$ cat src/rv_defs.svh
`ifndef RV_DEFS_SVH
`define RV_DEFS_SVH

// datapath and register file widths.
`define XLEN        32
`define REG_ADDR_W  5

// rv32i major opcodes handled by this slice.
`define OPC_OP      7'b0110011
`define OPC_OP_IMM  7'b0010011
`define OPC_LUI     7'b0110111
`define OPC_AUIPC   7'b0010111
`define OPC_JAL     7'b1101111
`define OPC_JALR    7'b1100111
`define OPC_BRANCH  7'b1100011

`endif

$ cat src/rv_pkg.sv
`include "rv_defs.svh"

package rv_pkg;

    typedef logic [`XLEN-1:0]       word_t;
    typedef logic [`REG_ADDR_W-1:0] reg_addr_t;

    typedef enum logic [3:0] {
        ALU_ADD,
        ALU_SUB,
        ALU_SLL,
        ALU_SLT,
        ALU_SLTU,
        ALU_XOR,
        ALU_SRL,
        ALU_SRA,
        ALU_OR,
        ALU_AND
    } alu_ctrl_t;

    typedef enum logic [2:0] {
        BR_NONE,
        BR_EQ,
        BR_NE,
        BR_LT,
        BR_GE,
        BR_LTU,
        BR_GEU
    } branch_t;

    typedef enum logic [1:0] {
        JMP_NONE,
        JMP_JAL,
        JMP_JALR
    } jump_t;

    typedef enum logic [1:0] {
        UP_NONE,
        UP_LUI,
        UP_AUIPC
    } upper_t;

    typedef logic [1:0] result_src_t;   // 00 alu, 10 pc+4, 11 upper.
    typedef logic [2:0] mem_op_t;       // funct3 of a load or store.

endpackage

$ cat src/control_decoder.sv
`timescale 1ns/100ps
`include "rv_defs.svh"

module control_decoder import rv_pkg::*; (
    input  logic        valid_i,
    input  word_t       instr_i,
    output logic        reg_write_o,
    output result_src_t result_src_o,
    output logic        mem_write_o,
    output jump_t       jump_o,
    output branch_t     branch_o,
    output alu_ctrl_t   alu_control_o,
    output logic        alu_src_o,
    output upper_t      upper_op_o,
    output mem_op_t     memory_op_o,
    output reg_addr_t   rs1_o,
    output reg_addr_t   rs2_o,
    output reg_addr_t   rd_o,
    output word_t       imm_ext_o
);

    logic [6:0] opcode;
    logic [2:0] funct3;
    logic       alt;    // instr bit 30, sub / sra.

    assign opcode = instr_i[6:0];
    assign funct3 = instr_i[14:12];
    assign alt    = instr_i[30];

    function automatic alu_ctrl_t alu_fn(input logic [2:0] f3, input logic sub_sra);
        case (f3)
            3'b000:  alu_fn = sub_sra ? ALU_SUB : ALU_ADD;
            3'b001:  alu_fn = ALU_SLL;
            3'b010:  alu_fn = ALU_SLT;
            3'b011:  alu_fn = ALU_SLTU;
            3'b100:  alu_fn = ALU_XOR;
            3'b101:  alu_fn = sub_sra ? ALU_SRA : ALU_SRL;
            3'b110:  alu_fn = ALU_OR;
            default: alu_fn = ALU_AND;
        endcase
    endfunction

    always_comb begin
        // bubble unless a supported opcode overrides.
        reg_write_o   = 1'b0;
        result_src_o  = '0;
        mem_write_o   = 1'b0;
        jump_o        = JMP_NONE;
        branch_o      = BR_NONE;
        alu_control_o = ALU_ADD;
        alu_src_o     = 1'b0;
        upper_op_o    = UP_NONE;
        memory_op_o   = '0;
        imm_ext_o     = '0;
        if (valid_i) begin
            case (opcode)
                `OPC_OP: begin
                    reg_write_o   = 1'b1;
                    alu_control_o = alu_fn(funct3, alt);
                end
                `OPC_OP_IMM: begin
                    reg_write_o   = 1'b1;
                    alu_src_o     = 1'b1;
                    alu_control_o = alu_fn(funct3, alt && funct3 == 3'b101); // no subi.
                    imm_ext_o     = {{20{instr_i[31]}}, instr_i[31:20]};
                end
                `OPC_LUI, `OPC_AUIPC: begin
                    reg_write_o  = 1'b1;
                    result_src_o = 2'b11;
                    upper_op_o   = (opcode == `OPC_LUI) ? UP_LUI : UP_AUIPC;
                    imm_ext_o    = {instr_i[31:12], 12'b0};
                end
                `OPC_JAL: begin
                    reg_write_o  = 1'b1;
                    result_src_o = 2'b10;
                    jump_o       = JMP_JAL;
                    imm_ext_o    = {{12{instr_i[31]}}, instr_i[19:12], instr_i[20],
                                    instr_i[30:21], 1'b0};
                end
                `OPC_JALR: begin
                    reg_write_o  = 1'b1;
                    result_src_o = 2'b10;
                    jump_o       = JMP_JALR;
                    alu_src_o    = 1'b1;    // rs1 + imm target.
                    imm_ext_o    = {{20{instr_i[31]}}, instr_i[31:20]};
                end
                `OPC_BRANCH: begin
                    case (funct3)
                        3'b000:  branch_o = BR_EQ;
                        3'b001:  branch_o = BR_NE;
                        3'b100:  branch_o = BR_LT;
                        3'b101:  branch_o = BR_GE;
                        3'b110:  branch_o = BR_LTU;
                        3'b111:  branch_o = BR_GEU;
                        default: branch_o = BR_NONE;
                    endcase
                    imm_ext_o = {{20{instr_i[31]}}, instr_i[7], instr_i[30:25],
                                 instr_i[11:8], 1'b0};
                end
                default: ;
            endcase
        end
    end

    // register fields pass only for instructions that do something.
    always_comb begin
        if (reg_write_o || branch_o != BR_NONE) begin
            rs1_o = instr_i[19:15];
            rs2_o = instr_i[24:20];
            rd_o  = instr_i[11:7];
        end else begin
            rs1_o = '0;
            rs2_o = '0;
            rd_o  = '0;
        end
    end

endmodule

$ cat src/register_file.sv
`timescale 1ns/100ps
`include "rv_defs.svh"

module register_file import rv_pkg::*; (
    input  logic      clk,
    input  logic      rst_i,
    input  logic      we_i,
    input  reg_addr_t waddr_i,
    input  word_t     wdata_i,
    input  reg_addr_t raddr1_i,
    input  reg_addr_t raddr2_i,
    output word_t     rdata1_o,
    output word_t     rdata2_o
);

    word_t regs [1:(1 << `REG_ADDR_W) - 1];   // x0 not stored.

    always_ff @(posedge clk) begin
        if (rst_i) begin
            for (int i = 1; i < (1 << `REG_ADDR_W); i++) begin
                regs[i] <= '0;
            end
        end else if (we_i && waddr_i != '0) begin
            regs[waddr_i] <= wdata_i;
        end
    end

    // write-first, so decode sees the value retiring this cycle.
    assign rdata1_o = (raddr1_i == '0)              ? '0      :
                      (we_i && waddr_i == raddr1_i) ? wdata_i : regs[raddr1_i];
    assign rdata2_o = (raddr2_i == '0)              ? '0      :
                      (we_i && waddr_i == raddr2_i) ? wdata_i : regs[raddr2_i];

endmodule

$ cat src/decode_pipeline_regfile.sv
`timescale 1ns/100ps

module decode_pipeline_regfile import rv_pkg::*; (
    input  logic        clk,
    input  logic        rst_i,
    input  logic        en_i,
    input  logic        clear_i,

    input  logic        reg_write_i,
    input  result_src_t result_src_i,
    input  logic        mem_write_i,
    input  jump_t       jump_i,
    input  branch_t     branch_i,
    input  alu_ctrl_t   alu_control_i,
    input  logic        alu_src_i,
    input  upper_t      upper_op_i,
    input  mem_op_t     memory_op_i,
    input  word_t       rd1_i,
    input  word_t       rd2_i,
    input  word_t       pc_i,
    input  reg_addr_t   rs1_i,
    input  reg_addr_t   rs2_i,
    input  reg_addr_t   rd_i,
    input  word_t       imm_ext_i,
    input  word_t       pc_plus4_i,

    output logic        reg_write_o,
    output result_src_t result_src_o,
    output logic        mem_write_o,
    output jump_t       jump_o,
    output branch_t     branch_o,
    output alu_ctrl_t   alu_control_o,
    output logic        alu_src_o,
    output upper_t      upper_op_o,
    output mem_op_t     memory_op_o,
    output word_t       rd1_o,
    output word_t       rd2_o,
    output word_t       pc_o,
    output reg_addr_t   rs1_o,
    output reg_addr_t   rs2_o,
    output reg_addr_t   rd_o,
    output word_t       imm_ext_o,
    output word_t       pc_plus4_o
);

    always_ff @(posedge clk) begin
        if (rst_i || clear_i) begin    // flush to a bubble, over any stall.
            reg_write_o   <= 1'b0;
            result_src_o  <= '0;
            mem_write_o   <= 1'b0;
            jump_o        <= JMP_NONE;
            branch_o      <= BR_NONE;
            alu_control_o <= ALU_ADD;
            alu_src_o     <= 1'b0;
            upper_op_o    <= UP_NONE;
            memory_op_o   <= '0;
            rd1_o         <= '0;
            rd2_o         <= '0;
            pc_o          <= '0;
            rs1_o         <= '0;
            rs2_o         <= '0;
            rd_o          <= '0;
            imm_ext_o     <= '0;
            pc_plus4_o    <= '0;
        end else if (en_i) begin
            reg_write_o   <= reg_write_i;
            result_src_o  <= result_src_i;
            mem_write_o   <= mem_write_i;
            jump_o        <= jump_i;
            branch_o      <= branch_i;
            alu_control_o <= alu_control_i;
            alu_src_o     <= alu_src_i;
            upper_op_o    <= upper_op_i;
            memory_op_o   <= memory_op_i;
            rd1_o         <= rd1_i;
            rd2_o         <= rd2_i;
            pc_o          <= pc_i;
            rs1_o         <= rs1_i;
            rs2_o         <= rs2_i;
            rd_o          <= rd_i;
            imm_ext_o     <= imm_ext_i;
            pc_plus4_o    <= pc_plus4_i;
        end
    end

endmodule

$ cat src/execute_unit.sv
`timescale 1ns/100ps

module execute_unit import rv_pkg::*; (
    input  logic      clk,
    input  logic      rst_i,
    input  logic      hold_i,
    input  logic      reg_write_i,
    input  jump_t     jump_i,
    input  branch_t   branch_i,
    input  alu_ctrl_t alu_control_i,
    input  logic      alu_src_i,
    input  upper_t    upper_op_i,
    input  word_t     rd1_i,
    input  word_t     rd2_i,
    input  word_t     pc_i,
    input  reg_addr_t rs1_i,
    input  reg_addr_t rs2_i,
    input  reg_addr_t rd_i,
    input  word_t     imm_ext_i,
    input  word_t     pc_plus4_i,
    output logic      redirect_o,
    output word_t     redirect_pc_o,
    output logic      wb_we_o,
    output reg_addr_t wb_rd_o,
    output word_t     wb_data_o
);

    logic  fwd_vld_q;   // wb_rd/wb_data hold a real result.
    logic  taken;
    logic  wr_en;
    word_t src_a;
    word_t src_b;
    word_t alu_b;
    word_t alu_y;
    word_t pc_imm;
    word_t result;

    assign src_a = (fwd_vld_q && wb_rd_o == rs1_i) ? wb_data_o : rd1_i;
    assign src_b = (fwd_vld_q && wb_rd_o == rs2_i) ? wb_data_o : rd2_i;
    assign alu_b = alu_src_i ? imm_ext_i : src_b;
    assign pc_imm = pc_i + imm_ext_i;

    always_comb begin
        case (alu_control_i)
            ALU_SUB:  alu_y = src_a - alu_b;
            ALU_SLL:  alu_y = src_a << alu_b[4:0];
            ALU_SLT:  alu_y = word_t'($signed(src_a) < $signed(alu_b));
            ALU_SLTU: alu_y = word_t'(src_a < alu_b);
            ALU_XOR:  alu_y = src_a ^ alu_b;
            ALU_SRL:  alu_y = src_a >> alu_b[4:0];
            ALU_SRA:  alu_y = word_t'($signed(src_a) >>> alu_b[4:0]);
            ALU_OR:   alu_y = src_a | alu_b;
            ALU_AND:  alu_y = src_a & alu_b;
            default:  alu_y = src_a + alu_b;
        endcase
    end

    always_comb begin
        case (branch_i)
            BR_EQ:   taken = src_a == src_b;
            BR_NE:   taken = src_a != src_b;
            BR_LT:   taken = $signed(src_a) < $signed(src_b);
            BR_GE:   taken = $signed(src_a) >= $signed(src_b);
            BR_LTU:  taken = src_a < src_b;
            BR_GEU:  taken = src_a >= src_b;
            default: taken = 1'b0;
        endcase
    end

    // no redirect while stalled, it fires once the hold drops.
    assign redirect_o    = (taken || jump_i != JMP_NONE) && !hold_i;
    assign redirect_pc_o = (jump_i == JMP_JALR) ? {alu_y[31:1], 1'b0} : pc_imm;

    always_comb begin
        if (jump_i != JMP_NONE)
            result = pc_plus4_i;
        else if (upper_op_i == UP_LUI)
            result = imm_ext_i;
        else if (upper_op_i == UP_AUIPC)
            result = pc_imm;
        else
            result = alu_y;
    end

    assign wr_en = reg_write_i && rd_i != '0;   // x0 writes dropped here.

    always_ff @(posedge clk) begin
        if (rst_i) begin
            wb_we_o   <= 1'b0;
            fwd_vld_q <= 1'b0;
        end else if (hold_i) begin
            wb_we_o   <= 1'b0;  // bubble, last result stays for forwarding.
        end else begin
            wb_we_o   <= wr_en;
            fwd_vld_q <= wr_en;
        end
    end

    always_ff @(posedge clk) begin
        if (!hold_i) begin
            wb_rd_o   <= rd_i;
            wb_data_o <= result;
        end
    end

endmodule

$ cat src/decode_execute_core.sv
`timescale 1ns/100ps

module decode_execute_core import rv_pkg::*; (
    input  logic      clk,
    input  logic      rst_i,
    input  logic      valid_i,
    input  logic      hold_i,
    input  word_t     instr_i,
    input  word_t     pc_i,
    output logic      redirect_o,
    output word_t     redirect_pc_o,
    output logic      wb_we_o,
    output reg_addr_t wb_rd_o,
    output word_t     wb_data_o
);

    // decode stage.
    logic        d_reg_write;
    result_src_t d_result_src;
    logic        d_mem_write;
    jump_t       d_jump;
    branch_t     d_branch;
    alu_ctrl_t   d_alu_control;
    logic        d_alu_src;
    upper_t      d_upper_op;
    mem_op_t     d_memory_op;
    reg_addr_t   d_rs1;
    reg_addr_t   d_rs2;
    reg_addr_t   d_rd;
    word_t       d_imm_ext;
    word_t       d_rd1;
    word_t       d_rd2;

    // execute stage.
    logic        e_reg_write;
    jump_t       e_jump;
    branch_t     e_branch;
    alu_ctrl_t   e_alu_control;
    logic        e_alu_src;
    upper_t      e_upper_op;
    word_t       e_rd1;
    word_t       e_rd2;
    word_t       e_pc;
    reg_addr_t   e_rs1;
    reg_addr_t   e_rs2;
    reg_addr_t   e_rd;
    word_t       e_imm_ext;
    word_t       e_pc_plus4;

    control_decoder control_decoder_i (
        .valid_i       (valid_i),
        .instr_i       (instr_i),
        .reg_write_o   (d_reg_write),
        .result_src_o  (d_result_src),
        .mem_write_o   (d_mem_write),
        .jump_o        (d_jump),
        .branch_o      (d_branch),
        .alu_control_o (d_alu_control),
        .alu_src_o     (d_alu_src),
        .upper_op_o    (d_upper_op),
        .memory_op_o   (d_memory_op),
        .rs1_o         (d_rs1),
        .rs2_o         (d_rs2),
        .rd_o          (d_rd),
        .imm_ext_o     (d_imm_ext)
    );

    register_file register_file_i (
        .clk      (clk),
        .rst_i    (rst_i),
        .we_i     (wb_we_o),
        .waddr_i  (wb_rd_o),
        .wdata_i  (wb_data_o),
        .raddr1_i (d_rs1),
        .raddr2_i (d_rs2),
        .rdata1_o (d_rd1),
        .rdata2_o (d_rd2)
    );

    decode_pipeline_regfile decode_pipeline_regfile_i (
        .clk           (clk),
        .rst_i         (rst_i),
        .en_i          (~hold_i),
        .clear_i       (redirect_o | rst_i),  // drop the wrong-path instruction.
        .reg_write_i   (d_reg_write),
        .result_src_i  (d_result_src),
        .mem_write_i   (d_mem_write),
        .jump_i        (d_jump),
        .branch_i      (d_branch),
        .alu_control_i (d_alu_control),
        .alu_src_i     (d_alu_src),
        .upper_op_i    (d_upper_op),
        .memory_op_i   (d_memory_op),
        .rd1_i         (d_rd1),
        .rd2_i         (d_rd2),
        .pc_i          (pc_i),
        .rs1_i         (d_rs1),
        .rs2_i         (d_rs2),
        .rd_i          (d_rd),
        .imm_ext_i     (d_imm_ext),
        .pc_plus4_i    (pc_i + word_t'(4)),
        .reg_write_o   (e_reg_write),
        .result_src_o  (),                    // for the memory stage.
        .mem_write_o   (),
        .jump_o        (e_jump),
        .branch_o      (e_branch),
        .alu_control_o (e_alu_control),
        .alu_src_o     (e_alu_src),
        .upper_op_o    (e_upper_op),
        .memory_op_o   (),
        .rd1_o         (e_rd1),
        .rd2_o         (e_rd2),
        .pc_o          (e_pc),
        .rs1_o         (e_rs1),
        .rs2_o         (e_rs2),
        .rd_o          (e_rd),
        .imm_ext_o     (e_imm_ext),
        .pc_plus4_o    (e_pc_plus4)
    );

    execute_unit execute_unit_i (
        .clk           (clk),
        .rst_i         (rst_i),
        .hold_i        (hold_i),
        .reg_write_i   (e_reg_write),
        .jump_i        (e_jump),
        .branch_i      (e_branch),
        .alu_control_i (e_alu_control),
        .alu_src_i     (e_alu_src),
        .upper_op_i    (e_upper_op),
        .rd1_i         (e_rd1),
        .rd2_i         (e_rd2),
        .pc_i          (e_pc),
        .rs1_i         (e_rs1),
        .rs2_i         (e_rs2),
        .rd_i          (e_rd),
        .imm_ext_i     (e_imm_ext),
        .pc_plus4_i    (e_pc_plus4),
        .redirect_o    (redirect_o),
        .redirect_pc_o (redirect_pc_o),
        .wb_we_o       (wb_we_o),
        .wb_rd_o       (wb_rd_o),
        .wb_data_o     (wb_data_o)
    );

endmodule

$ cat config.mk
export PLATFORM = sky130hd
export DESIGN_NAME = decode_execute_core
export DESIGN_NICKNAME = d
export VERILOG_FILES = /design/src/rv_pkg.sv /design/src/control_decoder.sv /design/src/register_file.sv /design/src/decode_pipeline_regfile.sv /design/src/execute_unit.sv /design/src/decode_execute_core.sv
export VERILOG_INCLUDE_DIRS = /design/src /design/src/src
export SDC_FILE = /design/constraint.sdc
export NUM_CORES = 2
export LEC_CHECK = 0
export BUFFER_PORTS_ARGS = -buffer_cell sky130_fd_sc_hd__buf_4
export CELL_PAD_IN_SITES_DETAIL_PLACEMENT = 1
export CELL_PAD_IN_SITES_GLOBAL_PLACEMENT = 1
export CORE_ASPECT_RATIO = 2
export CORE_UTILIZATION = 41
export CTS_CLUSTER_DIAMETER = 120
export CTS_CLUSTER_SIZE = 30
export DETAILED_ROUTE_END_ITERATION = 10
export PLACE_DENSITY = 0.66
export REMOVE_ABC_BUFFERS = 1
export SYNTH_ARGS = -nofsm -noshare
export SYNTH_HDL_FRONTEND = slang
export SYNTH_SLANG_ARGS = --single-unit
$ cat constraint.sdc
create_clock -name clk -period 10.11 [get_ports clk]
set_input_delay 2.022 -clock clk [delete_from_list [all_inputs] [get_ports clk]]
set_output_delay 2.022 -clock clk [all_outputs]
set_load 0.1 [all_outputs]
=== Word level (Yosys, flattened, before mapping) ===
Memories as Yosys holds them, arrays and structs flattened.
Index checks and enable logic that the tools add are counted.

* Memories: 1
* Register bits: 227
* Input port bits: 68
* RAM bits: 992
* Word-level logic and storage cells: 144

{| class="wikitable"
|+ Memory list
! memory !! depth !! width !! read ports !! clocked after Yosys merged registers in !! write ports !! line !! text
|-
| register_file_i.regs || 31 || 32 || 2 || 0 || 31 || register_file.sv:16 || <nowiki>word_t regs [1:(1 << `REG_ADDR_W) - 1];</nowiki>
|}

* Shifts and indexed selects: 3
* Multiplexer cells: 46
* Order comparisons: 6
* $add $sub $neg: 4
* Bitwise logic cells: 4
* Reduce and logical (&&, ||, !) cells: 24
* Eq/ne operators: 38

{| class="wikitable"
|+ Operator list
! operator !! count
|-
| $mux W32 || 13
|-
| $pmux W32 S9 || 1
|-
| $lt A32 B32 Y1 || 4
|-
| $pmux W32 S4 || 1
|-
| $add A32 B32 Y32 || 2
|-
| $ge A32 B32 Y1 || 2
|-
| $pmux W4 S7 || 2
|-
| $add A32 B3 Y32 const B || 1
|-
| $and A32 B32 Y32 || 1
|-
| $eq A32 B32 Y1 || 1
|-
| $ne A32 B32 Y1 || 1
|-
| $or A32 B32 Y32 || 1
|-
| $reduce_or A32 Y1 || 1
|-
| $shl A32 B5 Y32 || 1
|-
| $shr A32 B5 Y32 || 1
|-
| $sshr A32 B5 Y32 || 1
|-
| $sub A32 B32 Y32 || 1
|-
| $xor A32 B32 Y32 || 1
|-
| $eq A3 B3 Y1 const B || 7
|-
| $eq A7 B7 Y1 const B || 3
|-
| $eq A5 B5 Y1 || 4
|-
| $mux W5 || 4
|-
| $pmux W3 S6 || 1
|-
| $eq A4 B3 Y1 const B || 4
|-
| other kinds (27) || 66
|}

=== Depth between registers and ports, before layout ===
* Depth in word-level cells: 11
* Gate-level depth with buffers: 26
* Gate-level depth less buffers: 21

=== Cells and area by module ===
Synthesis repeated with hierarchy kept, for this count alone.

* Cells, all modules: 6889
* Area total of the unflattened synthesis: 78811.8 µm²

{| class="wikitable"
|+ By module, submodules not included
! module !! area each (µm²) !! instances !! cells each
|-
| register_file || 54725.0 || 1 || 3741
|-
| execute_unit || 15671.3 || 1 || 2299
|-
| decode_pipeline_regfile || 7008.0 || 1 || 627
|-
| control_decoder || 832.0 || 1 || 139
|-
| decode_execute_core || 575.6 || 1 || 83
|}

=== Worst setup path after synthesis ===
Ideal clock, no wire load.

* Kind: reg2out
* From: register execute_unit_i.wb_rd_o[3]
* To: output redirect_pc_o[29]
* Data arrival time: 7832 ps
* Setup slack: 256 ps
* Stages on the path, launching flop included: 24
* Cell sequence: edfxtp_1 -> buf_4 -> xnor2_2 -> and4_4 -> buf_6 -> and2_1 -> buf_2 -> buf_1 -> mux2i_1 -> inv_1 -> mux2_2 -> ha_1 -> clkbuf_1 -> and3_1 -> nand3_1 -> o32ai_1 -> a221oi_1 -> a21oi_1 -> a21oi_1 -> o31ai_1 -> or3_1 -> o41ai_1 -> a211o_1 -> o21ai_0

* Word-level cells in the longest chain between the ends: 7
* Elaborated cells on any way between the ends: 17

{| class="wikitable"
|+ RTL lines
! what !! line !! text
|-
| from (decl) || execute_unit.sv:24 || <nowiki>output reg_addr_t wb_rd_o,</nowiki>
|-
| from (signal assigned) || execute_unit.sv:101 || <nowiki>wb_rd_o <= rd_i;</nowiki>
|-
| $eq A5 B5 Y1 || execute_unit.sv:39 || <nowiki>assign src_b = (fwd_vld_q && wb_rd_o == rs2_i) ? wb_data_o : rd2_i;</nowiki>
|-
| $logic_and A1 B1 Y1 || execute_unit.sv:39 ||
|-
| $mux W32 || execute_unit.sv:39 ||
|-
| $mux W32 || execute_unit.sv:40 || <nowiki>assign alu_b = alu_src_i ? imm_ext_i : src_b;</nowiki>
|-
| $add A32 B32 Y32, or another cell as far along || execute_unit.sv:54 || <nowiki>default: alu_y = src_a + alu_b;</nowiki>
|-
| $pmux W32 S9 (*) || execute_unit.sv:44 || <nowiki>case (alu_control_i)</nowiki>
|-
| $mux W32 (*) || execute_unit.sv:72 || <nowiki>assign redirect_pc_o = (jump_i == JMP_JALR) ? {alu_y[31:1], 1'b0} : pc_imm;</nowiki>
|-
| to (decl) || decode_execute_core.sv:11 || <nowiki>output word_t redirect_pc_o,</nowiki>
|}

Mark *: on every way between the ends. The rest lies on a longest branch, timed or not.

=== Worst setup path in the final report ===
* From: register execute_unit_i.wb_rd_o[2]
* To: output redirect_pc_o[20]

The elaborated chain is that of the path after synthesis.

==> impl_metrics.prom <==
# TYPE chip_impl_metric gauge
chip_impl_metric{name="switching_power",unit="W"} 0.00285
chip_impl_info{name="setup.worst_path.class",value="register to output pin"} 1
chip_impl_metric{name="antenna_violating_nets_post_route",unit=""} 0
chip_impl_metric{name="worstSkewPairLatency",unit="ns"} 0.76
chip_impl_metric{name="drt_pass1_iterations",unit=""} 8
chip_impl_metric{name="design.portCount",unit=""} 139
chip_impl_metric{name="tns",unit="ns"} 0
chip_impl_metric{name="synth_xor_xnor_area_share",unit="%"} 0.849
chip_impl_metric{name="finalInstanceArea",unit="um^2"} 85300
chip_impl_metric{name="ctsHoldBuffers",unit=""} 0
chip_impl_metric{name="wl_per_cell",unit="um"} 40.0
chip_impl_metric{name="clock-skew-final",unit="ns"} 0.0509
chip_impl_metric{name="via_per_inst",unit=""} 6.88
chip_impl_metric{name="grt_first_pass_wirelength",unit="um"} 597000
chip_impl_metric{name="avg_inst_size_synth",unit="um^2"} 9.45
chip_impl_metric{name="maxCapViolations",unit=""} 2
chip_impl_metric{name="cts.path.max_buffers",unit=""} 3
chip_impl_info{name="rsz0062_at_grt",value="false"} 1
chip_impl_metric{name="dr_total_vias",unit=""} 73910
chip_impl_metric{name="gp_routability_congestion",unit=""} 1.05
chip_impl_metric{name="timing.critical_path.fanout_max",unit=""} 21
chip_impl_metric{name="fillCellCount",unit=""} 21746
chip_impl_info{name="timing.rr.start",value="execute_unit_i.wb_rd_o[1]"} 1
chip_impl_metric{name="data_arrival_time_of_the_worst_path",unit="ns"} 7.73
chip_impl_metric{name="io_buffers",unit=""} 138
chip_impl_metric{name="path_clk_slew",unit="ns"} 0.12
chip_impl_metric{name="drc_violation_count_after_routing",unit=""} 0
chip_impl_info{name="crit_end",value="redirect_pc_o[20]"} 1
chip_impl_metric{name="tightest_slew_margin_relative_to_the_limit",unit="%"} -3.25
chip_impl_metric{name="synth-edff-count",unit=""} 1061
chip_impl_info{name="cp_common_cell",value="buf_4"} 1
chip_impl_metric{name="leakagePower",unit="nW"} 31.8
chip_impl_metric{name="floorplan.die.width",unit="um"} 314
chip_impl_metric{name="ctsResizeCount",unit=""} 0
chip_impl_metric{name="clock_share_of_power",unit="%"} 27.3
chip_impl_metric{name="worst-slew-pin-transition",unit="ns"} 1.54
chip_impl_info{name="outcome",value="finished with violations"} 1
chip_impl_metric{name="worst-r2r-setup-slack",unit="ns"} 2.75
chip_impl_metric{name="final_max_slew_viol_count",unit=""} 7
chip_impl_info{name="startpoint_type",value="register"} 1
chip_impl_info{name="failed_checks",value="max-capacitance violations, max-slew violations"} 1
chip_impl_metric{name="report.final.hold_viol_count",unit=""} 0
chip_impl_info{name="timing.rr.end",value="decode_pipeline_regfile_i.rd1_o[26]"} 1
chip_impl_metric{name="grt_antenna_before_repair",unit=""} 36
chip_impl_metric{name="groute.usage.overall",unit="%"} 43.4
chip_impl_metric{name="grt_start_max_net_pins",unit=""} 130
chip_impl_metric{name="asyncSetResetFlopFracSynth",unit="%"} 0
chip_impl_metric{name="netlist_area",unit="um^2"} 79900
chip_impl_metric{name="p_sw_share",unit="%"} 28.8
chip_impl_metric{name="power.internal",unit="W"} 0.00704
chip_impl_metric{name="synthMuxAreaShare",unit="%"} 8.67
chip_impl_info{name="critical_path.slowest_cell",value="a21oi_1"} 1
chip_impl_info{name="cts_tree",value="yes"} 1
chip_impl_info{name="path_cells",value="buf_4 -> xnor2_1 -> and4_4 -> and2_2 -> buf_4 -> mux2i_1 -> inv_1 -> mux2_2 -> ha_1 -> inv_1 -> a21oi_1 -> nand2_1 -> a211oi_1 -> or3_1 -> nand2_1 -> a211oi_1 -> o311ai_0 -> a21oi_1 -> mux2_2 -> buf_4"} 1
chip_impl_metric{name="crit_required",unit="ns"} 8.09
chip_impl_metric{name="initial_core_util",unit="%"} 41.4
chip_impl_metric{name="yosysUniqueCellTypes",unit=""} 108
chip_impl_metric{name="first_global_vias",unit=""} 76159
chip_impl_metric{name="synth-compound-area-share",unit="%"} 18.1
chip_impl_info{name="synth_flop_cell",value="edfxtp_1"} 1
chip_impl_metric{name="fp.dieArea",unit="um^2"} 197000
chip_impl_info{name="timing.critical_path.to_type",value="output pin"} 1
chip_impl_metric{name="setup_violations",unit=""} 0
chip_impl_metric{name="comb_power_share",unit="%"} 13.5
chip_impl_metric{name="power.total",unit="W"} 0.00989
chip_impl_metric{name="layout.area.seq",unit="um^2"} 35600
chip_impl_metric{name="first_iter_violations",unit=""} 7900
chip_impl_metric{name="numCtsBuffers",unit=""} 48
chip_impl_info{name="synth_top_family_by_area",value="simple AND/OR/NAND/NOR gates"} 1
chip_impl_metric{name="dpl_cell_area",unit="um^2"} 83700
chip_impl_metric{name="place_hpwl",unit="um"} 298000
chip_impl_metric{name="wirelength",unit="um"} 430000
chip_impl_metric{name="r2r_cells",unit=""} 17
chip_impl_info{name="timing.critical_path.from",value="execute_unit_i.wb_rd_o[2]"} 1
chip_impl_metric{name="multi_input_comb_area",unit="um^2"} 40900
chip_impl_info{name="synth_top_cells_by_area",value="edfxtp_1, and2_1, mux2i_1"} 1
chip_impl_metric{name="synth.yosys.seq_area_share",unit="%"} 44.6
chip_impl_metric{name="pwr-share-seq",unit="%"} 59.2
chip_impl_info{name="most-common-layout-cells",value="edfxtp_1, and2_1, nand2_1"} 1
chip_impl_metric{name="ir_worst_vdd",unit="uV"} 138
chip_impl_metric{name="yosys_warnings",unit=""} 0
chip_impl_metric{name="floorplan.core_area",unit="um^2"} 193000
chip_impl_metric{name="cts_max_level",unit=""} 2
chip_impl_metric{name="clock_sinks",unit=""} 1249
chip_impl_metric{name="row_count",unit=""} 228
chip_impl_metric{name="timing.final.crit_period",unit="ns"} 9.76
chip_impl_metric{name="fin_nets",unit=""} 8399
chip_impl_metric{name="synth_top_cell_area_share",unit="%"} 39.9
chip_impl_metric{name="grt_overflow_total",unit=""} 0
chip_impl_metric{name="gate_count_after_technology_mapping",unit=""} 8455
chip_impl_metric{name="max_freq",unit="MHz"} 103
chip_impl_info{name="final_common_cell",value="edfxtp_1"} 1
chip_impl_metric{name="yosys_register_bits",unit=""} 1249
chip_impl_metric{name="syn2layout_area_growth",unit="%"} 6.75
chip_impl_info{name="hold_class",value="register to register"} 1
chip_impl_metric{name="dieHeight",unit="um"} 626
chip_impl_metric{name="yosys.area_share.simple",unit="%"} 20.5
chip_impl_metric{name="post-cts-setup-buffers",unit=""} 0
chip_impl_metric{name="drive_above_1_share",unit="%"} 9.56
chip_impl_metric{name="max_stage_delay",unit="ns"} 1.01
chip_impl_info{name="synth_largest_area_cell",value="edfxtp_1"} 1
chip_impl_metric{name="power_density",unit="nW/um^2"} 116
chip_impl_metric{name="synth-adder-area-share",unit="%"} 2.54
chip_impl_info{name="cts.root.buffer_cell",value="clkbuf_16"} 1
chip_impl_metric{name="final.period_utilization",unit="%"} 96.5
[cell usage after synthesis, drive strengths merged, types with 153 or more instances]
cell type	count
and2	954
a221oi	347
ha	159
o21ai	306
a211oi	188
a31oi	159
buf	153
dfxtp	188
a21oi	377
clkbuf	652
nor2b	182
edfxtp	1061
nor2	585
nor3	258
nand2	820
nand3	271
mux2i	542
[critical path: cells and delay by family, from the launching register on]
kind	cells	cell delay [ns]
buffers and inverters	5	1.05
AOI/OAI and AO/OA	5	2.36
adders and majority gates	1	0.43
and+or+nand+nor	5	1.49
xor gates and xnor gates	1	0.33
muxes	3	0.90
DFF	1	0.37
[per-layer routing]
| layer | up-vias | global-route usage (%) | share of wire (%) |
|---|---|---|---|
| met3 | 1765 | 11.5 | 7.4 |
| met4 | 22 | 45.5 | 12 |
| met2 | 3955 | 73.6 | 49 |
| met5 | - | 0 | 0.030 |
| met1 | 37683 | 40.9 | 31 |
| li1 | 30485 | - | - |
[sequential cells by signal, indices dropped and copies added, names as in the netlist]
signal                                   flops
decode_pipeline_regfile_i.imm_ext_o         32
execute_unit_i.fwd_vld_q                     1
register_file_i.regs                      1024
execute_unit_i.wb_rd_o                       5
execute_unit_i.wb_we_o                       1
decode_pipeline_regfile_i.rd1_o             32
decode_pipeline_regfile_i.rs1_o              5
decode_pipeline_regfile_i.rd2_o             32
execute_unit_i.wb_data_o                    32
decode_pipeline_regfile_i.pc_plus4_o        30
decode_pipeline_regfile_i.jump_o             2
decode_pipeline_regfile_i.alu_control_o      4
decode_pipeline_regfile_i.rs2_o              5
decode_pipeline_regfile_i.pc_o              32
decode_pipeline_regfile_i.alu_src_o          1
decode_pipeline_regfile_i.upper_op_o         2
decode_pipeline_regfile_i.rd_o               5
decode_pipeline_regfile_i.reg_write_o        1
decode_pipeline_regfile_i.branch_o           3
[worst min-delay path by stage]
stage               slack [ns]  cells past startpoint                                  endpoint                                      from
detailed placement        0.49                      2  decode_pipeline_regfile_i.pc_plus4_o[31]  decode_pipeline_regfile_i.pc_plus4_o[31]
CTS                       0.51                      2     decode_pipeline_regfile_i.branch_o[1]     decode_pipeline_regfile_i.branch_o[1]
floorplan                 0.42                      0                 execute_unit_i.wb_rd_o[3]         decode_pipeline_regfile_i.rd_o[3]
finish                    0.51                      2        decode_pipeline_regfile_i.pc_o[20]        decode_pipeline_regfile_i.pc_o[20]
global route              0.52                      2     decode_pipeline_regfile_i.branch_o[1]     decode_pipeline_regfile_i.branch_o[1]
global placement          0.47                      2  decode_pipeline_regfile_i.pc_plus4_o[31]  decode_pipeline_regfile_i.pc_plus4_o[31]
[through the flow]
step                instances  setup WS, ns  hold slack [ns]  utilization, %
global placement        10640          1.39            0.471            43.3
global route            10722        0.0880            0.524            44.1
detailed placement      10640          1.34            0.488            43.3
CTS                     10709         0.515            0.509            44.0
floorplan                7681         -4.13            0.422               -
finish                  10749         0.354            0.512            44.2
[cell type report]
| cell class | instances | area share, % |
|---|---|---|
| multi-input combinational | 6279 | 47.9 |
| sequential | 1249 | 41.8 |
| clock inverter | 5 | 0.109 |
| clock buffer | 64 | 1.53 |
| inverter | 153 | 0.679 |
| antenna | 30 | 0.0880 |
| tap | 2530 | 3.71 |
| timing repair buffer | 439 | 4.21 |
[power groups by stage]
| stage | Combinational, W | Sequential [W] | Clock [W] |
|---|---|---|---|
| 4_1_cts | 0.00130 | 0.00585 | 0.00270 |
| 5_1_grt | 0.00138 | 0.00587 | 0.00282 |
| 2_1_floorplan | 0.000601 | 0.00599 | 0 |
| 3_5_place_dp | 0.00129 | 0.00596 | 0 |
| 6_report | 0.00134 | 0.00585 | 0.00270 |
| 3_3_place_gp | 0.00128 | 0.00595 | 0 |
[cell families (layout without fill, tap and decap cells)]
family          after synthesis  in the layout
xor+xnor                     74             74
simple gates               3261           3261
fa+ha+maj                   161            161
buf+inv                     958            661
flops                      1249           1249
other cells                   1             62
compound gates             2077           2077
mux                         674            674
(Power assumes the default switching activity.)
